--- src/gmii_pkg.sv ---
package gmii_pkg;

	// ----------------------------------------------------------
	// Video words
	// ----------------------------------------------------------

	// First word of a line
	typedef struct packed {
		logic [11:0] line_y;
		logic [11:0] col_x;
		logic [7:0]  pair_count;
	} coord_word_t;

	// Every later word of a line, two pixels in YUV 4:2:2
	typedef struct packed {
		logic [7:0] y0;
		logic [7:0] cb;
		logic [7:0] y1;
		logic [7:0] cr;
	} pixel_word_t;

	typedef union packed {
		coord_word_t coord;
		pixel_word_t pixel;
	} video_word_u;

	// GMII transmit byte lane
	typedef struct packed {
		logic       en;
		logic [7:0] data;
	} gmii_tx_t;

	// ----------------------------------------------------------
	// Protocol constants
	// ----------------------------------------------------------
	localparam logic [15:0] eth_type_ipv4 = 16'h0800;
	localparam logic [15:0] udp_src_port = 16'h3038;
	localparam logic [15:0] udp_dst_port = 16'h3039;
	localparam logic [15:0] ip_ver_tos = 16'h4500;
	localparam logic [15:0] ip_ident = 16'h0000;
	localparam logic [15:0] ip_flags = 16'h4000;
	localparam logic [15:0] ip_ttl_proto = 16'h4011;
	localparam logic [7:0]  pkt_type_video = 8'h00;
	localparam int preamble_len = 7;
	localparam int gap_len = 12;

	// UDP header 8 + type 1 + coordinates 4
	localparam int fixed_len = 13;
	localparam int ip_hdr_len = 20;

	function automatic logic [15:0] udp_length(input logic [7:0] pairs);
		return 16'(fixed_len) + {6'b0, pairs, 2'b00};
	endfunction

	function automatic logic [15:0] ip_total_length(input logic [7:0] pairs);
		return udp_length(pairs) + 16'(ip_hdr_len);
	endfunction

	// Node id moves the low address byte up on the source side
	function automatic logic [7:0] node_add(input logic [7:0] base, input logic node_id);
		return base + {7'b0, node_id};
	endfunction

	function automatic logic [7:0] node_sub(input logic [7:0] base, input logic node_id);
		return base - {7'b0, node_id};
	endfunction

endpackage

--- src/crc32_gen.sv ---
module crc32_gen (
	input  logic        fifo_clk,
	input  logic        sys_rst,
	input  logic        init,
	input  logic        en,
	input  logic [7:0]  data,
	output logic [31:0] crc
);

	// IEEE 802.3 polynomial in reflected form
	localparam logic [31:0] crc_poly = 32'hedb88320;

	logic [31:0] crc_reg;

	// One byte through the shift register, LSB first as on the wire
	function automatic logic [31:0] crc_byte(input logic [31:0] c, input logic [7:0] d);
		logic [31:0] r;
		r = c;
		for (int i = 0; i < 8; i++) begin
			if (r[0] ^ d[i]) begin
				r = (r >> 1) ^ crc_poly;
			end else begin
				r = r >> 1;
			end
		end
		return r;
	endfunction

	always_ff @(posedge fifo_clk) begin
		if (sys_rst) begin
			crc_reg <= 32'hffff_ffff;
		end else if (init) begin
			crc_reg <= 32'hffff_ffff;
		end else if (en) begin
			crc_reg <= crc_byte(crc_reg, data);
		end
	end

	// ----------------------------------------------------------
	// Transmit order
	// ----------------------------------------------------------
	// Low register byte goes out first, so it lands in the top byte
	assign crc = ~{crc_reg[7:0], crc_reg[15:8], crc_reg[23:16], crc_reg[31:24]};

endmodule

--- src/frame_sequencer.sv ---
module frame_sequencer
	import gmii_pkg::*;
#(
	parameter logic [47:0] SRC_MAC = 48'h00_23_45_67_89_01,
	parameter logic [47:0] DST_MAC = 48'h00_23_45_67_89_02,
	parameter logic [31:0] SRC_IP = {8'd192, 8'd168, 8'd0, 8'd1},
	parameter logic [31:0] DST_IP = {8'd192, 8'd168, 8'd0, 8'd2}
) (
	input  logic        fifo_clk,
	input  logic        sys_rst,
	input  logic        node_id,
	input  logic        line_commit,
	input  video_word_u fifo_word,
	input  logic [15:0] ip_csum,
	input  logic [31:0] crc,
	output logic        fifo_rd,
	output logic        sum_start,
	output logic [7:0]  pair_count,
	output logic        crc_init,
	output logic        crc_en,
	output logic [7:0]  crc_data,
	output gmii_tx_t    gmii_out
);

	typedef enum logic [2:0] {
		st_idle,
		st_preamble,
		st_sfd,
		st_header,
		st_coord,
		st_pixel,
		st_fcs,
		st_gap
	} seq_state_t;

	seq_state_t       state;
	logic [5:0]       byte_cnt;
	logic [7:0]       word_cnt;
	logic [3:0]       pending;
	logic             frame_go;
	logic             last_word;
	logic [0:41][7:0] hdr_bytes;
	logic [7:0]       tx_byte;
	logic             tx_valid;

	assign frame_go = (state == st_idle) && (pending != 4'd0);
	assign last_word = (word_cnt == pair_count - 8'd1);

	// ----------------------------------------------------------
	// Ethernet, IPv4 and UDP headers as one byte table
	// ----------------------------------------------------------
	assign hdr_bytes = {
		DST_MAC[47:8], node_sub(DST_MAC[7:0], node_id),
		SRC_MAC[47:8], node_add(SRC_MAC[7:0], node_id),
		eth_type_ipv4,
		ip_ver_tos, ip_total_length(pair_count), ip_ident, ip_flags, ip_ttl_proto,
		ip_csum,
		SRC_IP[31:8], node_add(SRC_IP[7:0], node_id),
		DST_IP[31:8], node_sub(DST_IP[7:0], node_id),
		udp_src_port, udp_dst_port, udp_length(pair_count), 16'h0000
	};

	// Byte chosen this cycle, seen on gmii_out one cycle later
	always_comb begin
		tx_valid = 1'b1;
		tx_byte = 8'h00;
		case (state)
			st_preamble: tx_byte = 8'h55;
			st_sfd: tx_byte = 8'hd5;
			st_header: tx_byte = hdr_bytes[byte_cnt];
			st_coord: begin
				case (byte_cnt[2:0])
					3'd0: tx_byte = pkt_type_video;
					3'd1: tx_byte = {4'h0, fifo_word.coord.line_y[11:8]};
					3'd2: tx_byte = fifo_word.coord.line_y[7:0];
					3'd3: tx_byte = {4'h0, fifo_word.coord.col_x[11:8]};
					default: tx_byte = fifo_word.coord.col_x[7:0];
				endcase
			end
			st_pixel: begin
				case (byte_cnt[1:0])
					2'd0: tx_byte = fifo_word.pixel.y0;
					2'd1: tx_byte = fifo_word.pixel.cb;
					2'd2: tx_byte = fifo_word.pixel.y1;
					default: tx_byte = fifo_word.pixel.cr;
				endcase
			end
			st_fcs: begin
				case (byte_cnt[1:0])
					2'd0: tx_byte = crc[31:24];
					2'd1: tx_byte = crc[23:16];
					2'd2: tx_byte = crc[15:8];
					default: tx_byte = crc[7:0];
				endcase
			end
			default: tx_valid = 1'b0;
		endcase
	end

	// ----------------------------------------------------------
	// FIFO reads, checksum start and CRC control
	// ----------------------------------------------------------
	// Coordinate word at frame start, then each pixel word is fetched
	// on the last byte of the word before it
	assign fifo_rd = frame_go
		|| (state == st_coord && byte_cnt == 6'd4)
		|| (state == st_pixel && byte_cnt[1:0] == 2'd3 && !last_word);

	// pair_count is latched on the first preamble byte
	assign sum_start = (state == st_preamble) && (byte_cnt == 6'd1);

	assign crc_init = (state == st_sfd);
	assign crc_en = (state == st_header) || (state == st_coord) || (state == st_pixel);
	assign crc_data = tx_byte;

	always_ff @(posedge fifo_clk) begin
		if (sys_rst) begin
			state <= st_idle;
			byte_cnt <= '0;
			word_cnt <= '0;
			pending <= '0;
			pair_count <= '0;
			gmii_out <= '0;
		end else begin
			gmii_out.en <= tx_valid;
			gmii_out.data <= tx_byte;

			// Committed lines waiting for a frame
			if (line_commit && !frame_go) begin
				pending <= pending + 4'd1;
			end else if (frame_go && !line_commit) begin
				pending <= pending - 4'd1;
			end

			byte_cnt <= byte_cnt + 6'd1;
			case (state)
				st_idle: begin
					byte_cnt <= '0;
					if (frame_go) begin
						state <= st_preamble;
					end
				end
				st_preamble: begin
					if (byte_cnt == 6'd0) begin
						pair_count <= fifo_word.coord.pair_count;
					end
					if (byte_cnt == 6'(preamble_len - 1)) begin
						state <= st_sfd;
					end
				end
				st_sfd: begin
					byte_cnt <= '0;
					state <= st_header;
				end
				st_header: begin
					if (byte_cnt == 6'd41) begin
						byte_cnt <= '0;
						state <= st_coord;
					end
				end
				st_coord: begin
					if (byte_cnt == 6'd4) begin
						byte_cnt <= '0;
						word_cnt <= '0;
						state <= st_pixel;
					end
				end
				st_pixel: begin
					if (byte_cnt[1:0] == 2'd3) begin
						word_cnt <= word_cnt + 8'd1;
						if (last_word) begin
							byte_cnt <= '0;
							state <= st_fcs;
						end
					end
				end
				st_fcs: begin
					if (byte_cnt == 6'd3) begin
						byte_cnt <= '0;
						state <= st_gap;
					end
				end
				default: begin
					if (byte_cnt == 6'(gap_len - 1)) begin
						state <= st_idle;
					end
				end
			endcase
		end
	end

endmodule

--- src/gmii_video_tx.sv ---
module gmii_video_tx
	import gmii_pkg::*;
#(
	parameter logic [47:0] SRC_MAC = 48'h00_23_45_67_89_01,
	parameter logic [47:0] DST_MAC = 48'h00_23_45_67_89_02,
	parameter logic [31:0] SRC_IP = {8'd192, 8'd168, 8'd0, 8'd1},
	parameter logic [31:0] DST_IP = {8'd192, 8'd168, 8'd0, 8'd2},
	parameter int          FIFO_DEPTH = 64
) (
	input  logic        fifo_clk,
	input  logic        sys_rst,
	input  logic        node_id,
	input  logic        word_wr,
	input  video_word_u word_in,
	input  logic        line_commit,
	output gmii_tx_t    gmii_out,
	output logic        fifo_full
);

	logic        fifo_rd;
	video_word_u fifo_word;
	logic        sum_start;
	logic [7:0]  pair_count;
	logic [15:0] ip_csum;
	logic        crc_init;
	logic        crc_en;
	logic [7:0]  crc_data;
	logic [31:0] crc_value;

	line_fifo #(
		.FIFO_DEPTH(FIFO_DEPTH)
	) u_line_fifo (
		.fifo_clk(fifo_clk),
		.sys_rst(sys_rst),
		.wr(word_wr),
		.wr_word(word_in),
		.rd(fifo_rd),
		.rd_word(fifo_word),
		.full(fifo_full)
	);

	frame_sequencer #(
		.SRC_MAC(SRC_MAC),
		.DST_MAC(DST_MAC),
		.SRC_IP(SRC_IP),
		.DST_IP(DST_IP)
	) u_frame_sequencer (
		.fifo_clk(fifo_clk),
		.sys_rst(sys_rst),
		.node_id(node_id),
		.line_commit(line_commit),
		.fifo_word(fifo_word),
		.ip_csum(ip_csum),
		.crc(crc_value),
		.fifo_rd(fifo_rd),
		.sum_start(sum_start),
		.pair_count(pair_count),
		.crc_init(crc_init),
		.crc_en(crc_en),
		.crc_data(crc_data),
		.gmii_out(gmii_out)
	);

	ip_header_sum #(
		.SRC_IP(SRC_IP),
		.DST_IP(DST_IP)
	) u_ip_header_sum (
		.fifo_clk(fifo_clk),
		.sys_rst(sys_rst),
		.start(sum_start),
		.node_id(node_id),
		.pair_count(pair_count),
		.ip_csum(ip_csum)
	);

	crc32_gen u_crc32_gen (
		.fifo_clk(fifo_clk),
		.sys_rst(sys_rst),
		.init(crc_init),
		.en(crc_en),
		.data(crc_data),
		.crc(crc_value)
	);

endmodule

--- src/ip_header_sum.sv ---
module ip_header_sum
	import gmii_pkg::*;
#(
	parameter logic [31:0] SRC_IP = {8'd192, 8'd168, 8'd0, 8'd1},
	parameter logic [31:0] DST_IP = {8'd192, 8'd168, 8'd0, 8'd2}
) (
	input  logic        fifo_clk,
	input  logic        sys_rst,
	input  logic        start,
	input  logic        node_id,
	input  logic [7:0]  pair_count,
	output logic [15:0] ip_csum
);

	logic [15:0] src_lo;
	logic [15:0] dst_lo;
	logic [19:0] sum_wide;
	logic [16:0] fold_1;
	logic [15:0] fold_2;

	assign src_lo = {SRC_IP[15:8], node_add(SRC_IP[7:0], node_id)};
	assign dst_lo = {DST_IP[15:8], node_sub(DST_IP[7:0], node_id)};

	// ----------------------------------------------------------
	// Ten header words
	// ----------------------------------------------------------
	// Checksum word itself counts as zero and is left out
	assign sum_wide = 20'(ip_ver_tos)
		+ 20'(ip_total_length(pair_count))
		+ 20'(ip_ident)
		+ 20'(ip_flags)
		+ 20'(ip_ttl_proto)
		+ 20'(SRC_IP[31:16])
		+ 20'(src_lo)
		+ 20'(DST_IP[31:16])
		+ 20'(dst_lo);

	// End-around carry
	// second fold can carry at most once more
	assign fold_1 = {1'b0, sum_wide[15:0]} + 17'(sum_wide[19:16]);
	assign fold_2 = fold_1[15:0] + 16'(fold_1[16]);

	always_ff @(posedge fifo_clk) begin
		if (sys_rst) begin
			ip_csum <= '0;
		end else if (start) begin
			ip_csum <= ~fold_2;
		end
	end

endmodule

--- src/line_fifo.sv ---
module line_fifo
	import gmii_pkg::*;
#(
	parameter int FIFO_DEPTH = 64
) (
	input  logic        fifo_clk,
	input  logic        sys_rst,
	input  logic        wr,
	input  video_word_u wr_word,
	input  logic        rd,
	output video_word_u rd_word,
	output logic        full
);

	localparam int PTR_W = $clog2(FIFO_DEPTH);
	localparam int CNT_W = $clog2(FIFO_DEPTH + 1);

	video_word_u      mem [FIFO_DEPTH];
	logic [PTR_W-1:0] wr_ptr;
	logic [PTR_W-1:0] rd_ptr;
	logic [CNT_W-1:0] count;
	logic [CNT_W-1:0] count_next;
	logic             do_wr;
	logic             do_rd;

	// Pointer wrap also covers depths that are not a power of two
	function automatic logic [PTR_W-1:0] ptr_inc(input logic [PTR_W-1:0] p);
		if (p == PTR_W'(FIFO_DEPTH - 1)) begin
			return '0;
		end
		return p + PTR_W'(1);
	endfunction

	// Writes into a full buffer are lost
	assign do_wr = wr && !full;
	assign do_rd = rd && (count != '0);

	always_comb begin
		count_next = count;
		if (do_wr && !do_rd) begin
			count_next = count + CNT_W'(1);
		end else if (do_rd && !do_wr) begin
			count_next = count - CNT_W'(1);
		end
	end

	always_ff @(posedge fifo_clk) begin
		if (sys_rst) begin
			wr_ptr <= '0;
			rd_ptr <= '0;
			count <= '0;
			full <= 1'b0;
		end else begin
			if (do_wr) begin
				wr_ptr <= ptr_inc(wr_ptr);
			end
			if (do_rd) begin
				rd_ptr <= ptr_inc(rd_ptr);
			end
			count <= count_next;
			full <= (count_next == CNT_W'(FIFO_DEPTH));
		end
	end

	// Storage and registered read port
	always_ff @(posedge fifo_clk) begin
		if (do_wr) begin
			mem[wr_ptr] <= wr_word;
		end
		if (do_rd) begin
			rd_word <= mem[rd_ptr];
		end
	end

endmodule

--- config.mk ---
export PLATFORM = sky130hd
export DESIGN_NAME = gmii_video_tx
export DESIGN_NICKNAME = d
export VERILOG_FILES = /design/src/gmii_pkg.sv /design/src/crc32_gen.sv /design/src/frame_sequencer.sv /design/src/gmii_video_tx.sv /design/src/ip_header_sum.sv /design/src/line_fifo.sv
export SDC_FILE = /design/constraint.sdc
export NUM_CORES = 2
export LEC_CHECK = 0
export BUFFER_PORTS_ARGS = -buffer_cell sky130_fd_sc_hd__buf_2
export CORE_MARGIN = 2
export CORE_UTILIZATION = 61
export CTS_CLUSTER_DIAMETER = 150
export CTS_CLUSTER_SIZE = 10
export DETAILED_ROUTE_END_ITERATION = 8
export HOLD_SLACK_MARGIN = 0.15
export PLACE_DENSITY_LB_ADDON = 0.15
export SETUP_SLACK_MARGIN = 0.15
export SKIP_CTS_REPAIR_TIMING = 1
export SLEW_MARGIN = 30
export SYNTH_ARGS = -nofsm -noshare
export SYNTH_HDL_FRONTEND = slang
export SYNTH_HIERARCHICAL = 1
export SYNTH_SLANG_ARGS = --single-unit
export TNS_END_PERCENT = 20
--- constraint.sdc ---
create_clock -name fifo_clk -period 7.85 [get_ports fifo_clk]
set_input_delay 1.1775 -clock fifo_clk [delete_from_list [all_inputs] [get_ports fifo_clk]]
set_output_delay 1.1775 -clock fifo_clk [all_outputs]
set_load 0.01 [all_outputs]
==> impl_metrics.toml <==
[sta]
slew_headroom_pct = 25.87
skew_ns = 0.04605
worst_slack_ns = 2.898
period_share_pct = 63.09
rsz0062_at_grt = "no"
tightest_slew_ns = 1.111
fin_setup_tns_ns = 0
fmax_ghz = 0.2019
hold_viol = 0
drv_slew = 0
period_needed_ns = 4.952
finalSetupViolCount = 0

[worst_setup_path]
crit_slowest_cell = "ha_1"
cp.depth = 14
path_cells = "ha_1 -> buf_4 -> ha_1 -> a222oi_1 -> o21ai_0 -> a211o_1 -> a211oi_1 -> o31a_1 -> nor2_1 -> xnor2_4 -> xnor2_4 -> xnor3_2 -> xnor3_1 -> o21ai_1"
endpoint = "u_crc32_gen/crc_reg[20]$_SDFFE_PP1P_"
cp_top_family = "XOR/XNOR gates"
path_class = "flop to flop"
r2r-end = "u_crc32_gen/crc_reg[20]$_SDFFE_PP1P_"
cp.required_ns = 8.63
cp_data_arrival_time_ns = 5.73
critPathLaunch = "u_frame_sequencer/byte_cnt[1]$_SDFF_PP0_"
endpoint_kind = "flop"
rr_worst_depth = 14
cp_max_fo = 23
cpPeakStageDelay_ns = 0.89
crit_buf_inv = 1
cp-start-kind = "flop"
r2r_start = "u_frame_sequencer/byte_cnt[1]$_SDFF_PP0_"
reg2reg_slack_ns = 2.90

[route]
vias = 45092
routed_wl_mm = 220.3
drc_errors = 0
drt.antenna.violating_nets = 0
vias_per_cell = 6.865
first_pass_iters = 9
drtIter0Drc = 6114
routedWlPerCell_um = 33.55

[synth]
synth.ff_latch_count = 2182
synth_top_flop_cell = "edfxtp_1"
synth_edf_count = 2080
synthCells = 4459
yosysSeqAreaShare_pct = 73.92
yosys_warnings = 6
synth_area_mm2 = 0.08726
ys_types = 104
synthArstFlopShare_pct = 0
avgSynthCellArea_um2 = 19.57

[hold_path]
hp-start = "u_ip_header_sum/ip_csum[12]$_SDFFE_PP0P_"
hp-class = "flop to flop"

[placed_design]
dp.cells = 6259
dp_slack_ns = 3.002
place_congestion = 0.8752
dp_hpwl_mm = 122.2
portBuffers = 46

[pwr]
total_power_mw = 29.10
p_leak_nw = 29.78
cellPowerDensity_mw_per_mm2 = 301.9
vdd_drop_max_mv = 0.3039

[floorplan]
die_w_um = 382.2
coreArea_mm2 = 0.1418
start_util_pct = 61.56
row_count = 138
fp.dieH_um = 382.2
floorplan.die_area_mm2 = 0.1461
ios = 47

[clock_tree]
cts_max_path_buffers = 3
h-tree-depth = 4
cts_sinks = 2182
insertion_delay_ns = 0.87
clk_pin_slew_ns = 0.06
cts_root_buffer = "clkbuf_16"
cts_tree = "built"
cts_buffers = 236

[finish]
layout.cells.non_filler = 6568
multi_input_area_mm2 = 0.02157
final_layout_size_suffix_gt1_share_pct = 22.55
fin_nets = 4665
syn2layout_area_growth_pct = 10.49
largest_reg_flops = 2048
n_antenna_cell = 0
regArea_mm2 = 0.06452
n_fill_cell = 8976

[global_routing]
grt_pass1_wl_mm = 315.1
overflow = 0
grt_pass1_vias = 44344
grt_max_degree = 108
grt_usage_pct = 30.47
antenna_found_initial = 7

[run]
drv_cap = 0

[outcome]
status = "finished clean"
-- worst reg2reg max path: stages, from the launching register on --
cell and delay [ns]:
dfxtp_1 0.72, ha_1 0.89, buf_4 0.35, ha_1 0.30
a222oi_1 0.10, o21ai_0 0.22, a211o_1 0.23, a211oi_1 0.07
o31a_1 0.14, nor2_1 0.29, xnor2_4 0.18, xnor2_4 0.35
xnor3_2 0.55, xnor3_1 0.36, o21ai_1 0.12
-- worst min-delay path by stage --
stage | cells after the start | to
global placement | 2 | u_ip_header_sum/ip_csum[12]$_SDFFE_PP0P_
CTS | 2 | u_ip_header_sum/ip_csum[12]$_SDFFE_PP0P_
global route | 2 | u_ip_header_sum/ip_csum[12]$_SDFFE_PP0P_
finish | 2 | u_ip_header_sum/ip_csum[12]$_SDFFE_PP0P_
floorplan | 2 | u_ip_header_sum/ip_csum[12]$_SDFFE_PP0P_
detailed placement | 2 | u_ip_header_sum/ip_csum[12]$_SDFFE_PP0P_
-- final cells by class --
class / count / share of cell area (%)
inverter: 54 / 0.2128
tap: 1890 / 2.453
sequential: 2182 / 66.92
multi-input combinational: 1955 / 22.37
clock inverter: 14 / 0.2024
clock buffer: 293 / 6.369
timing repair buffer: 180 / 1.479
-- layout by cell type, fill, tap and decap left out, types with 28 or more instances in the layout --
cell type	count
a22oi_1	48
o211ai_1	40
xnor2_1	66
a211oi_1	28
inv_1	50
clkbuf_16	237
mux2i_1	178
nor2_4	63
buf_2	31
xor2_1	38
o21ai_0	82
nand2_1	197
nor2_1	103
a21oi_1	75
buf_4	138
o22ai_1	58
nor3_1	39
clkbuf_1	56
dfxtp_1	96
mux4_2	482
nand3_1	35
edfxtp_1	2080
-- Yosys cell counts (25+ instances only) --
cell / number / area [um^2]
edfxtp_1: 2080 / 62460
mux4_2: 482 / 10860
nand2_1: 197 / 739.5
mux2i_1: 178 / 1782
nor2_1: 167 / 626.9
dfxtp_1: 102 / 2042
buf_2: 83 / 415.4
clkbuf_1: 83 / 311.6
o21ai_0: 82 / 410.4
a21oi_1: 75 / 375.4
xnor2_1: 66 / 578.1
o22ai_1: 58 / 362.9
buf_4: 54 / 405.4
inv_1: 51 / 191.4
a22oi_1: 48 / 360.4
nor3_1: 40 / 200.2
o211ai_1: 40 / 300.3
xor2_1: 38 / 332.8
nand3_1: 35 / 175.2
a211oi_1: 29 / 217.7
buf_6: 28 / 315.3
a221oi_1: 25 / 219.0
-- cells by family after synthesis --
kind of cell / count (synthesis) / share of synthesized area, %
AO/OA/AOI/OAI: 542 / 4.408
XOR/XNOR: 122 / 1.494
adder cells (fa/ha/maj): 19 / 0.2810
buffers and inverters: 324 / 1.990
flip-flops: 2182 / 73.92
multiplexers: 666 / 14.56
other: 1 / 0.004298
AND/OR/NAND/NOR: 603 / 3.339
-- layer usage --
| layer | GRT usage (%) | share of wire (%) |
|---|---|---|
| met2 | 46.83 | 47 |
| met3 | 6.449 | 10 |
| met4 | 11.67 | 3.9 |
| met5 | 0 | 0.015 |
| met1 | 43.71 | 38 |
-- power by group --
group	total (mW)	internal, mW	leakage [nW]	switching [mW]
clock	9.53	5.38	3.07	4.15
sequential	13.5	13.1	19.6	0.424
combinational	6.08	2.85	7.15	3.24
total	29.1	21.3	29.8	7.81
-- per-stage QoR --
step	hold slack, ns	utilization, %	area [um^2]
2_1_floorplan	0.4337	-	87270
3_3_place_gp	0.4564	63.45	89950
3_5_place_dp	0.4630	63.50	90020
4_1_cts	0.4747	67.97	96360
5_1_grt	0.4862	68.02	96420
6_report	0.4816	68.02	96420
(Power assumes the default switching activity.)
